`src/counter_pkg.sv`:
```
package counter_pkg;

  // APB address width
  localparam int APB_AW = 12;
  // data bus and counter width
  localparam int DATA_W = 32;
  // two interrupt sources per channel must fit in one data word
  localparam int MAX_COUNTERS = 16;

  // global registers

  // sticky status, write 1s to clear
  localparam logic [APB_AW-1:0] REG_INTR_STATUS = 12'h000;
  // software set, write 1s to set status bits
  localparam logic [APB_AW-1:0] REG_INTR_SET    = 12'h004;
  // current mask, read only
  localparam logic [APB_AW-1:0] REG_INTR_MASK   = 12'h008;
  // write 1s to enable sources
  localparam logic [APB_AW-1:0] REG_MASK_SET    = 12'h00C;
  // write 1s to disable sources
  localparam logic [APB_AW-1:0] REG_MASK_CLR    = 12'h010;

  // channel blocks start here, one block per channel
  localparam logic [APB_AW-1:0] CHAN_BASE       = 12'h040;
  localparam logic [APB_AW-1:0] CHAN_STRIDE     = 12'h020;

  // offsets inside a channel block

  // bit 0 enable, bit 1 capture enable
  localparam logic [APB_AW-1:0] REG_CH_CTRL     = 12'h000;
  // bit 0 clear, write only
  localparam logic [APB_AW-1:0] REG_CH_CMD      = 12'h004;
  localparam logic [APB_AW-1:0] REG_CH_TARGET   = 12'h008;
  // read only
  localparam logic [APB_AW-1:0] REG_CH_CAPTURE  = 12'h00C;
  // read only, live count
  localparam logic [APB_AW-1:0] REG_CH_COUNT    = 12'h010;

  // per channel configuration from the register block
  typedef struct packed {
    logic              enable;
    logic              capture_en;
    logic [DATA_W-1:0] target;
  } chan_cfg_t;

  // per channel status back to the register block
  typedef struct packed {
    logic [DATA_W-1:0] count;
    logic [DATA_W-1:0] capture;
    // one cycle pulse on target match
    logic              cmp_evt;
    // one cycle pulse on capture
    logic              cap_evt;
  } chan_sts_t;

endpackage

```
`src/counter_apb_regs.sv`:
```
`timescale 1ns/100ps

module counter_apb_regs #(
  parameter int COUNTER_NUM = 4
) (
  input  logic                                     i_pclk,
  input  logic                                     i_prst_n,
  input  logic [counter_pkg::APB_AW-1:0]           i_paddr,
  input  logic [counter_pkg::DATA_W-1:0]           i_pwdata,
  input  logic                                     i_pwrite,
  input  logic                                     i_psel,
  input  logic                                     i_penable,
  input  counter_pkg::chan_sts_t [COUNTER_NUM-1:0] i_sts,
  input  logic [counter_pkg::DATA_W-1:0]           i_intr_status,
  input  logic [counter_pkg::DATA_W-1:0]           i_intr_mask,
  output logic [counter_pkg::DATA_W-1:0]           o_prdata,
  output counter_pkg::chan_cfg_t [COUNTER_NUM-1:0] o_cfg,
  output logic [COUNTER_NUM-1:0]                   o_clear,
  output logic                                     o_intr_clr_wr,
  output logic                                     o_intr_set_wr,
  output logic                                     o_mask_set_wr,
  output logic                                     o_mask_clr_wr,
  output logic [counter_pkg::DATA_W-1:0]           o_intr_wdata
);
  import counter_pkg::*;

  // low address bits that select a register inside a channel block
  localparam int STRIDE_LSB = $clog2(CHAN_STRIDE);

  logic                   setup_rd;
  logic                   access_wr;
  logic                   chan_hit;
  logic [APB_AW-1:0]      chan_rel;
  logic [APB_AW-1:0]      chan_idx;
  logic [APB_AW-1:0]      chan_off;
  logic [COUNTER_NUM-1:0] chan_sel;
  logic [DATA_W-1:0]      rdata_nxt;

  // read data is sampled at the end of setup, writes land at the end of access
  assign setup_rd  = i_psel & ~i_penable & ~i_pwrite;
  assign access_wr = i_psel & i_penable & i_pwrite;

  // split channel space into block index and register offset
  assign chan_hit = (i_paddr >= CHAN_BASE);
  assign chan_rel = i_paddr - CHAN_BASE;
  assign chan_idx = chan_rel >> STRIDE_LSB;
  assign chan_off = chan_rel & (CHAN_STRIDE - 1'b1);

  // one select per channel
  // indices past COUNTER_NUM hit nothing and read as zero
  always_comb begin
    for (int n = 0; n < COUNTER_NUM; n++) begin
      chan_sel[n] = chan_hit && (chan_idx == n);
    end
  end

  // clear command is a single cycle strobe on the write edge
  always_comb begin
    for (int n = 0; n < COUNTER_NUM; n++) begin
      o_clear[n] = access_wr && chan_sel[n] && (chan_off == REG_CH_CMD) && i_pwdata[0];
    end
  end

  // interrupt controller strobes, data goes straight through
  assign o_intr_wdata  = i_pwdata;
  assign o_intr_clr_wr = access_wr && (i_paddr == REG_INTR_STATUS);
  assign o_intr_set_wr = access_wr && (i_paddr == REG_INTR_SET);
  assign o_mask_set_wr = access_wr && (i_paddr == REG_MASK_SET);
  assign o_mask_clr_wr = access_wr && (i_paddr == REG_MASK_CLR);

  // ctrl and target registers per channel
  always_ff @(posedge i_pclk or negedge i_prst_n) begin
    if (!i_prst_n) begin
      o_cfg <= '0;
    end else if (access_wr) begin
      for (int n = 0; n < COUNTER_NUM; n++) begin
        if (chan_sel[n] && (chan_off == REG_CH_CTRL)) begin
          o_cfg[n].enable     <= i_pwdata[0];
          o_cfg[n].capture_en <= i_pwdata[1];
        end
        if (chan_sel[n] && (chan_off == REG_CH_TARGET)) begin
          o_cfg[n].target <= i_pwdata;
        end
      end
    end
  end

  // read-back mux
  // write only and unmapped locations return zero
  always_comb begin
    case (i_paddr)
      REG_INTR_STATUS: rdata_nxt = i_intr_status;
      REG_INTR_MASK:   rdata_nxt = i_intr_mask;
      default:         rdata_nxt = '0;
    endcase
    for (int n = 0; n < COUNTER_NUM; n++) begin
      if (chan_sel[n]) begin
        case (chan_off)
          REG_CH_CTRL: begin
            rdata_nxt = {{(DATA_W-2){1'b0}}, o_cfg[n].capture_en, o_cfg[n].enable};
          end
          REG_CH_TARGET:  rdata_nxt = o_cfg[n].target;
          REG_CH_CAPTURE: rdata_nxt = i_sts[n].capture;
          REG_CH_COUNT:   rdata_nxt = i_sts[n].count;
          default:        rdata_nxt = '0;
        endcase
      end
    end
  end

  // registered so prdata is steady for the whole access phase
  always_ff @(posedge i_pclk or negedge i_prst_n) begin
    if (!i_prst_n) begin
      o_prdata <= '0;
    end else if (setup_rd) begin
      o_prdata <= rdata_nxt;
    end
  end

  // master must hold address and direction into the access phase
  a_apb_stable: assert property (@(posedge i_pclk) disable iff (!i_prst_n)
    (i_psel && !i_penable) |=> ($stable(i_paddr) && $stable(i_pwrite)));

  // penable only inside a selected transfer
  a_apb_enable: assert property (@(posedge i_pclk) disable iff (!i_prst_n)
    i_penable |-> i_psel);

endmodule

```
`src/counter_channel.sv`:
```
`timescale 1ns/100ps

module counter_channel (
  input  logic                   i_pclk,
  input  logic                   i_prst_n,
  input  counter_pkg::chan_cfg_t i_cfg,
  input  logic                   i_clear,
  input  logic                   i_din,
  output counter_pkg::chan_sts_t o_sts,
  output logic                   o_wave
);
  import counter_pkg::*;

  logic [DATA_W-1:0] count_q;
  logic [DATA_W-1:0] capture_q;
  logic              cmp_evt_q;
  logic              cap_evt_q;
  logic              match;
  logic              wrap;
  // din_sync[0] is the first stage
  logic [1:0]        din_sync;
  logic              din_prev;
  logic              din_rise;
  logic              capture_hit;

  // target compare on the live count
  assign match = (count_q == i_cfg.target);

  // clear beats a wrap in the same cycle
  assign wrap = i_cfg.enable & match & ~i_clear;

  // free running up counter
  // wraps to zero after target so one period is target+1 cycles
  always_ff @(posedge i_pclk or negedge i_prst_n) begin
    if (!i_prst_n) begin
      count_q <= '0;
    end else if (i_clear) begin
      count_q <= '0;
    end else if (wrap) begin
      count_q <= '0;
    end else if (i_cfg.enable) begin
      count_q <= count_q + 1'b1;
    end
  end

  // compare pulse and waveform toggle on the wrap edge
  always_ff @(posedge i_pclk or negedge i_prst_n) begin
    if (!i_prst_n) begin
      cmp_evt_q <= 1'b0;
      o_wave    <= 1'b0;
    end else begin
      cmp_evt_q <= wrap;
      if (wrap) begin
        o_wave <= ~o_wave;
      end
    end
  end

  // two flop synchronizer plus one delay flop for edge detect
  always_ff @(posedge i_pclk or negedge i_prst_n) begin
    if (!i_prst_n) begin
      din_sync <= '0;
      din_prev <= 1'b0;
    end else begin
      din_sync <= {din_sync[0], i_din};
      din_prev <= din_sync[1];
    end
  end

  // rising edge seen two edges after din goes high
  assign din_rise = din_sync[1] & ~din_prev;

  // only capture while software allows it
  assign capture_hit = din_rise & i_cfg.capture_en;

  // snapshot of the count, third edge after din rises
  always_ff @(posedge i_pclk or negedge i_prst_n) begin
    if (!i_prst_n) begin
      capture_q <= '0;
      cap_evt_q <= 1'b0;
    end else begin
      cap_evt_q <= capture_hit;
      if (capture_hit) begin
        capture_q <= count_q;
      end
    end
  end

  // status back to the register block and interrupt logic
  assign o_sts.count   = count_q;
  assign o_sts.capture = capture_q;
  assign o_sts.cmp_evt = cmp_evt_q;
  assign o_sts.cap_evt = cap_evt_q;

  // no compare pulse while the channel is stopped
  a_cmp_needs_enable: assert property (@(posedge i_pclk) disable iff (!i_prst_n)
    o_sts.cmp_evt |-> i_cfg.enable);

endmodule

```
`src/counter_intr_ctrl.sv`:
```
`timescale 1ns/100ps

module counter_intr_ctrl #(
  parameter int COUNTER_NUM = 4
) (
  input  logic                           i_pclk,
  input  logic                           i_prst_n,
  input  logic [2*COUNTER_NUM-1:0]       i_src,
  input  logic                           i_intr_clr_wr,
  input  logic                           i_intr_set_wr,
  input  logic                           i_mask_set_wr,
  input  logic                           i_mask_clr_wr,
  input  logic [counter_pkg::DATA_W-1:0] i_wdata,
  output logic [counter_pkg::DATA_W-1:0] o_status,
  output logic [counter_pkg::DATA_W-1:0] o_mask,
  output logic                           o_int
);
  import counter_pkg::*;

  localparam int SRC_W = 2 * COUNTER_NUM;
  // bits that belong to a real source
  localparam logic [DATA_W-1:0] USED_MASK = DATA_W'({SRC_W{1'b1}});

  logic [DATA_W-1:0] src_word;
  logic [DATA_W-1:0] set_bits;
  logic [DATA_W-1:0] clr_bits;
  logic [DATA_W-1:0] status_nxt;

  // every source must fit one status word
  if (COUNTER_NUM < 1 || COUNTER_NUM > MAX_COUNTERS) begin : g_num_check
    $error("counter_intr_ctrl: COUNTER_NUM out of range");
  end

  assign src_word = DATA_W'(i_src);
  assign set_bits = i_intr_set_wr ? i_wdata : '0;
  assign clr_bits = i_intr_clr_wr ? i_wdata : '0;

  // sticky status, clear applied last so it wins over a new event
  assign status_nxt = (o_status | src_word | set_bits) & ~clr_bits & USED_MASK;

  always_ff @(posedge i_pclk or negedge i_prst_n) begin
    if (!i_prst_n) begin
      o_status <= '0;
    end else begin
      o_status <= status_nxt;
    end
  end

  // mask comes up with all used sources enabled
  always_ff @(posedge i_pclk or negedge i_prst_n) begin
    if (!i_prst_n) begin
      o_mask <= USED_MASK;
    end else if (i_mask_set_wr) begin
      o_mask <= o_mask | (i_wdata & USED_MASK);
    end else if (i_mask_clr_wr) begin
      o_mask <= o_mask & ~i_wdata;
    end
  end

  // level output, one cycle behind the masked status
  always_ff @(posedge i_pclk or negedge i_prst_n) begin
    if (!i_prst_n) begin
      o_int <= 1'b0;
    end else begin
      o_int <= |(o_status & o_mask);
    end
  end

  // no status bit above the last channel
  a_status_range: assert property (@(posedge i_pclk) disable iff (!i_prst_n)
    (o_status & ~USED_MASK) == '0);

endmodule

```
`src/counter_top.sv`:
```
`timescale 1ns/100ps

module counter_top #(
  parameter int COUNTER_NUM = 4
) (
  input  logic                           i_pclk,
  input  logic                           i_prst_n,
  input  logic [counter_pkg::APB_AW-1:0] i_paddr,
  input  logic [counter_pkg::DATA_W-1:0] i_pwdata,
  input  logic                           i_pwrite,
  input  logic                           i_psel,
  input  logic                           i_penable,
  output logic [counter_pkg::DATA_W-1:0] o_prdata,
  input  logic [COUNTER_NUM-1:0]         i_extern_din,
  output wire  [COUNTER_NUM-1:0]         o_extern_dout,
  output logic                           o_int
);
  import counter_pkg::*;

  chan_cfg_t [COUNTER_NUM-1:0] cfg;
  // driven per channel from the generate loop
  wire chan_sts_t [COUNTER_NUM-1:0] sts;
  wire [2*COUNTER_NUM-1:0] intr_src;
  logic [COUNTER_NUM-1:0] clear;
  logic                   intr_clr_wr;
  logic                   intr_set_wr;
  logic                   mask_set_wr;
  logic                   mask_clr_wr;
  logic [DATA_W-1:0]      intr_wdata;
  logic [DATA_W-1:0]      intr_status;
  logic [DATA_W-1:0]      intr_mask;

  // APB slave and configuration
  counter_apb_regs #(
    .COUNTER_NUM (COUNTER_NUM)
  ) u_regs (
    .i_pclk        (i_pclk),
    .i_prst_n      (i_prst_n),
    .i_paddr       (i_paddr),
    .i_pwdata      (i_pwdata),
    .i_pwrite      (i_pwrite),
    .i_psel        (i_psel),
    .i_penable     (i_penable),
    .i_sts         (sts),
    .i_intr_status (intr_status),
    .i_intr_mask   (intr_mask),
    .o_prdata      (o_prdata),
    .o_cfg         (cfg),
    .o_clear       (clear),
    .o_intr_clr_wr (intr_clr_wr),
    .o_intr_set_wr (intr_set_wr),
    .o_mask_set_wr (mask_set_wr),
    .o_mask_clr_wr (mask_clr_wr),
    .o_intr_wdata  (intr_wdata)
  );

  for (genvar n = 0; n < COUNTER_NUM; n++) begin : g_chan
    counter_channel u_chan (
      .i_pclk   (i_pclk),
      .i_prst_n (i_prst_n),
      .i_cfg    (cfg[n]),
      .i_clear  (clear[n]),
      .i_din    (i_extern_din[n]),
      .o_sts    (sts[n]),
      .o_wave   (o_extern_dout[n])
    );
    // compare on the even bit, capture on the odd bit
    assign intr_src[2*n]   = sts[n].cmp_evt;
    assign intr_src[2*n+1] = sts[n].cap_evt;
  end

  // sticky status, mask and level interrupt
  counter_intr_ctrl #(
    .COUNTER_NUM (COUNTER_NUM)
  ) u_intr (
    .i_pclk        (i_pclk),
    .i_prst_n      (i_prst_n),
    .i_src         (intr_src),
    .i_intr_clr_wr (intr_clr_wr),
    .i_intr_set_wr (intr_set_wr),
    .i_mask_set_wr (mask_set_wr),
    .i_mask_clr_wr (mask_clr_wr),
    .i_wdata       (intr_wdata),
    .o_status      (intr_status),
    .o_mask        (intr_mask),
    .o_int         (o_int)
  );

endmodule

```
`config.mk`:
```
export PLATFORM = sky130hd
export DESIGN_NAME = counter_top
export DESIGN_NICKNAME = d
export VERILOG_FILES = /design/src/counter_pkg.sv /design/src/counter_apb_regs.sv /design/src/counter_channel.sv /design/src/counter_intr_ctrl.sv /design/src/counter_top.sv
export SDC_FILE = /design/constraint.sdc
export NUM_CORES = 1
export LEC_CHECK = 0
export BUFFER_PORTS_ARGS = -buffer_cell sky130_fd_sc_hd__buf_4
export CAP_MARGIN = 25
export CORE_UTILIZATION = 55
export DETAILED_ROUTE_END_ITERATION = 10
export PLACE_DENSITY = 0.72
export SLEW_MARGIN = 10
export SYNTH_ARGS = -nofsm -noshare
export SYNTH_HDL_FRONTEND = slang
export SYNTH_HIERARCHICAL = 1
export SYNTH_SLANG_ARGS = --single-unit
```
`constraint.sdc`:
```
create_clock -name i_pclk -period 3.4 [get_ports i_pclk]
set_clock_uncertainty 0.2 [all_clocks]
set_input_delay 0.17 -clock i_pclk [delete_from_list [all_inputs] [get_ports i_pclk]]
set_output_delay 0.17 -clock i_pclk [all_outputs]
set_load 0.03 [all_outputs]
```
**After elaboration in Yosys (flattened, before gate mapping)**

Index checks and enable logic that the tools add are counted.
W data, S select, Z words.

- $add $sub $neg: 5
- Multiply operators: 0
- Div/mod/pow operators: 0
- Magnitude comparators: 1
- Eq/ne operators: 15
- Shift-type cells: 0
- Muxes and demuxes: 25
- Bitwise gates (word level): 42
- Reduce and logical (&&, ||, !) cells: 45

Operator list:

| operator | number |
|---|---|
| $mux W32 | 18 |
| $pmux W32 S4 | 4 |
| $add A32 B1 Y32 const B | 4 |
| $eq A32 B32 Y1 | 4 |
| $pmux W32 S2 | 1 |
| $logic_not A12 Y1 | 3 |
| $and A32 B32 Y32 | 1 |
| $and A8 B32 Y32 | 1 |
| $not A32 Y32 | 1 |
| $or A32 B8 Y32 | 1 |
| $reduce_or A32 Y1 | 1 |
| $logic_and A1 B1 Y1 | 28 |
| $eq A12 B4 Y1 const B | 2 |
| $and A1 B1 Y1 | 20 |
| $mux W8 | 2 |
| $or A8 B8 Y8 | 2 |
| $reduce_and A2 Y1 | 8 |
| $eq A7 B2 Y1 const B | 2 |
| $not A1 Y1 | 14 |
| $eq A12 B3 Y1 const B | 1 |
| $eq A12 B5 Y1 const B | 1 |
| $ge A12 B7 Y1 const B | 1 |
| $reduce_bool A3 Y1 | 4 |
| $sub A12 B7 Y12 const B | 1 |
| other kinds (7) | 8 |

- Flip-flop bits (word level): 489
- Bits in latches: 0
- Bits in writable memories: 0
- Bits in read-only memories: 0
- Bits of input ports: 53
- Output and inout bits: 37
- Word-level logic and storage cells: 177
- Memories: 0

**Depth between registers and ports, before layout**

- Word-level depth: 10
- Mapped depth: 16
- Gate-level depth less buffers: 13

**Hierarchy**

The synthesis kept the hierarchy.

By module, submodules not included:

| module | instances | cells each | area each (um^2) | sequential area each (um^2) |
|---|---|---|---|---|
| counter_channel | 4 | 421 | 3706.1 | 1751.7 |
| counter_apb_regs | 1 | 1131 | 10782.8 | 4204.0 |
| counter_intr_ctrl | 1 | 134 | 1769.2 | 1036.0 |

**Worst setup path before layout**

No wires, ideal clock.

- Path type: input port to flip-flop
- From: input port i_paddr[6] (netlist name)
- To: register g_chan[3].u_chan.count_q[8]
- Setup time: 0.140 ns
- Arrival: 2.738 ns
- Required time: 3.060 ns
- Slack: 0.322 ns
- Cell stages on the path: 14
- Path buffers: 3
- Path through: inv_1 -> ha_1 -> nand2_1 -> a2bb2oi_1 -> or3_1 -> buf_2 -> clkbuf_1 -> nor2_1 -> nand2b_1 -> or3_1 -> or4_4 -> nand2b_4 -> buf_6 -> o311ai_1

- Longest elaborated chain between the ends: 10
- Elaborated cells between the ends (all ways): 12
- Classes of those cells: 1 x add/sub; 1 x order compare; 1 x eq/ne; 2 x mux; 2 x bitwise; 5 x reduce/logical

RTL lines:

| what | line | text |
|---|---|---|
| start, declared | counter_top.sv:8 | `input logic [counter_pkg::APB_AW-1:0] i_paddr,` |
| $sub A12 B7 Y12 | counter_apb_regs.sv:45 | `assign chan_rel = i_paddr - CHAN_BASE;` |
| $eq A7 B2 Y1 | counter_apb_regs.sv:53 | `chan_sel[n] = chan_hit && (chan_idx == n);` |
| $logic_and A1 B1 Y1 * | counter_apb_regs.sv:53 |  |
| $logic_and A1 B1 Y1 * (3 in a row) | counter_apb_regs.sv:60 | `o_clear[n] = access_wr && chan_sel[n] && (chan_off == REG_CH_CMD) && i_pwdata[0];` |
| net clear[3] | counter_top.sv:24 | `logic [COUNTER_NUM-1:0] clear;` |
| $not A1 Y1 | counter_channel.sv:30 | `assign wrap = i_cfg.enable & match & ~i_clear;` |
| $and A1 B1 Y1 | counter_channel.sv:30 |  |
| $mux W32 | counter_channel.sv:39 | `end else if (wrap) begin` |
| $mux W32 | counter_channel.sv:37 | `end else if (i_clear) begin` |
| end signal, assigned | counter_channel.sv:42 | `count_q <= count_q + 1'b1;` |
| end, declared | counter_channel.sv:14 | `logic [DATA_W-1:0] count_q;` |

Mark *: on every way through the listed nets, which the timed path passes. The rest lies on a longest branch.
A chain may end at the register's enable or synchronous reset.

**Final worst setup path**

- From: input port i_pwdata[0] (netlist name)
- To: register g_chan[0].u_chan.count_q[17]

- Longest elaborated chain between the ends: 5
- Elaborated cells between the ends (all ways): 6
- Classes of those cells: 2 x mux; 2 x bitwise; 2 x reduce/logical

RTL lines:

| what | line | text |
|---|---|---|
| start, declared | counter_top.sv:9 | `input logic [counter_pkg::DATA_W-1:0] i_pwdata,` |
| $logic_and A1 B1 Y1 * | counter_apb_regs.sv:60 |  |
| net clear[0] | counter_top.sv:24 |  |
| $not A1 Y1 | counter_channel.sv:30 |  |
| $and A1 B1 Y1 | counter_channel.sv:30 |  |
| $mux W32 | counter_channel.sv:39 |  |
| $mux W32 | counter_channel.sv:37 |  |
| end signal, assigned | counter_channel.sv:42 |  |
| end, declared | counter_channel.sv:14 |  |

Marks and branches as above.

==> results.md <==
* Status: finished, final reports clean
* Largest net degree at the start of global routing at 102
* Vias in the first global route at 22,400
* Vias at 24,200
* Final setup vio count at 0
* Capturing element type of the critical path: flip-flop
* Post-synthesis compound-gate area fraction at 0.133
* Worst vdd ir at 0.378 mV
* Synth async-reset ratio at 1.00
* Vias/cell at 6.45
* Max Cap Viol at 0
* EDFF count, synth at 0
* Synthesized area at 27,400 um2
* Worst EP required at 3700 ps
* # fillers at 4,029
* Nets at 3,093
* Area contributors post-synth: dfrtp_1 (44%), nand2_1 (7.4%), mux2i_1 (4.7%)
* Post-route DRC at 0
* Die width at 225 um
* Final hold viol count at 0
* Share of cells above drive strength 1 at 0.156
* DP Wirelength at 66,000 um
* Clk sink count at 489
* Full die area at 50,700 um2
* Final Max Tran Viols at 0
* Post-route ant nets at 0
* Die H at 225 um
* Unrepaired setup endpoints after global routing: false
* Main combinational cell family by area after synthesis: simple AND/OR/NAND/NOR gates
* CTS tree: yes
* Synth cell types at 68
* CP Data Arrival Time at 3170 ps
* Power Density at 414 nW/um2
* Register area share after synthesis at 0.447
* Worst Hold Class: input pin to flip-flop
* Clock power share at 0.474
* Cts hold-fix bufs at 43
* CP Launch Type: input pin
* Primary FF master, synth: dfrtp_1
* Most frequent cell after synthesis: nand2_1
* GPL Wtd Cong at 0.987
* Worst skew pair latency at 630 ps
* Internal power at 9680 uW
* GR Util All Layers at 0.375
* Static leakage at 0.0142 uW
* # IOs at 90
* Kind of critical path: input pin to flip-flop
* Synthesis-stage register bit count at 489
* H-tree depth at 2
* Post-layout util at 0.633
* Sequential share of power at 0.464
* Initial DRC count at 3,468
* Fin crit period at 2870 ps
* Root buf cell: clkbuf_16
* Critical Path Fanout Max at 38
* Adder-Cell Fraction of Synth Area at 0.00274
* Post-synthesis simple-gate area fraction at 0.202
* TritonCTS buffer count at 54
* Relative slew slack at 0.236
* Post-synth top cells: nand2_1 (541), dfrtp_1 (481), nor2_1 (186), nand3_1 (177), a21oi_1 (157)
* Cts repair resizes at 0
* Setup_tns at 0 ps
* Fmax achieved at 348 MHz
* Post-Synth XOR/XNOR Area at 0.0494
* DRT Wirelength at 94,800 um
* Initial antenna violation count at 9
* Comb pwr share at 0.062
* P_sw at 3150 uW
* Drt first pass iters at 7
* Wire per inst at 25.3 um
* Synth area leader: dfrtp_1
* Clock Pin Slew Worst Setup and Hold Paths at 60 ps
* GRT overflow at 0
* Switching Share at 0.246
* Crit share post-route at 0.845
* Ys Warns at 6
* Hold Slack at 85.9 ps
* CTS max path bufs at 3
* Yosys top cell area share at 0.440
* Synth Instances at 2,949
* # port buffers at 89
* Starting Density at 0.558
* # rows at 81
* Core ar. at 49,100 um2
* Synthesized area per cell at 9.28 um2
* Worst-Margin Slew at 1120 ps
* Mux cell area share after synthesis at 0.104
* First-pass GRT wire length at 141,000 um
* Post-CTS Setup Inserts at 0
* P&R area growth vs syn at 13.3%
[logic make-up after synthesis]
group           after synthesis
simple gates               1180
fa+ha+maj                     6
buf+inv                     298
xor+xnor                    144
mux                         266
other cells                   1
compound gates              565
flops                       489
[critical path, cell delays in order]
cell and delay, ps:
dlygate4sd3_1 520, buf_4 130, inv_1 110, or4_1 630, nor2_1 450, nand2b_1 200, nor2_1 50, and4_1 240
a31oi_2 200, buf_12 240, nand3_1 90, o311ai_0 120
[through the flow]
step                std cells  cell area, um2  power [uW]  worst slack, ps
floorplan                2972           27500        6370              322
global placement         3594           28600        6780              194
detailed placement       3598           28700        6800              157
CTS                      3742           31000       12900              595
global route             3745           31000       13200              427
finish                   3749           31000       12800              527
[power by group through the flow]
stage,clock network (uW),logic (uW),registers [uW]
2_1_floorplan,0,270,6100
3_3_place_gp,0,725,6060
3_5_place_dp,0,737,6060
4_1_cts,6120,784,5960
5_1_grt,6370,835,5960
6_report,6080,799,5960
[path summary, 6_finish.rpt]
kind	from	to	slack, ps	cells after the start
max	i_pwdata[0]	g_chan[0].u_chan/count_q[17]	530	12
min	i_paddr[0]	u_regs/o_prdata[0]	90	5
max reg2reg	g_chan[0].u_chan/count_q[31]	g_chan[0].u_chan/count_q[23]	590	6
min reg2reg	g_chan[3].u_chan/din_sync[0]	g_chan[3].u_chan/din_sync[1]	140	0
max in group asynchronous	i_prst_n	g_chan[2].u_chan/din_prev	1780	4
min in group asynchronous	i_prst_n	asynchronous set/reset pin	550	3
[registers in the layout, indices dropped and copies added (netlist names), named ones only]
register                 flops
u_intr/o_int                 1
g_chan.u_chan/o_wave         4
g_chan.u_chan/din_prev       4
u_intr/o_status              8
g_chan.u_chan/capture_q    128
g_chan.u_chan/cmp_evt_q      4
u_regs/o_prdata             32
g_chan.u_chan/count_q      128
g_chan.u_chan/din_sync       8
u_regs/o_cfg               136
g_chan.u_chan/cap_evt_q      4
u_intr/o_mask               24
[cell type report]
type                            instances  area (um2)  share of cell area
Tap cell                              664         831              0.0268
Clock buffer                           82        1610              0.0518
Sequential cell                       489       12200               0.395
Inverter                               39         146             0.00472
Multi-Input combinational cell       2185       13600               0.438
Clock inverter                         19         221             0.00714
Antenna cell                            6        15.0            0.000484
Timing Repair Buffer                  265        2370              0.0765
[routing by layer]
metal	global-route usage	wire, um	part of all wire
met5	0	13	0.00014
met4	0.201	5480	0.058
met3	0.0748	11000	0.12
met2	0.533	39800	0.42
met1	0.536	38500	0.41
[placed cells by master (no fill, tap or decap), drive strengths merged, types with 8 or more instances in the layout]
master and n:
a22o 40, or4 11, and2 13, o22ai 47
dfstp 8, dfrtp 481, a21boi 28, nand3 177
clkbuf 82, o311ai 40, mux2 138, inv 41
clkinv 10, mux2i 128, a211oi 8, a21oi 157
xor2 68, or3 28, conb 24, nor3 63
nand4b 14, buf 223, nand4 27, o211ai 8
a21o 16, o21a 9, xnor2 76, a221oi 13
and4 16, nand2 543, a22oi 49, o21ai 136
nand2b 14, and3 26, dlygate4sd3 42, nor4 22
nor2b 14, nor2 187
Note: power is estimated with default switching activity, not from simulation.
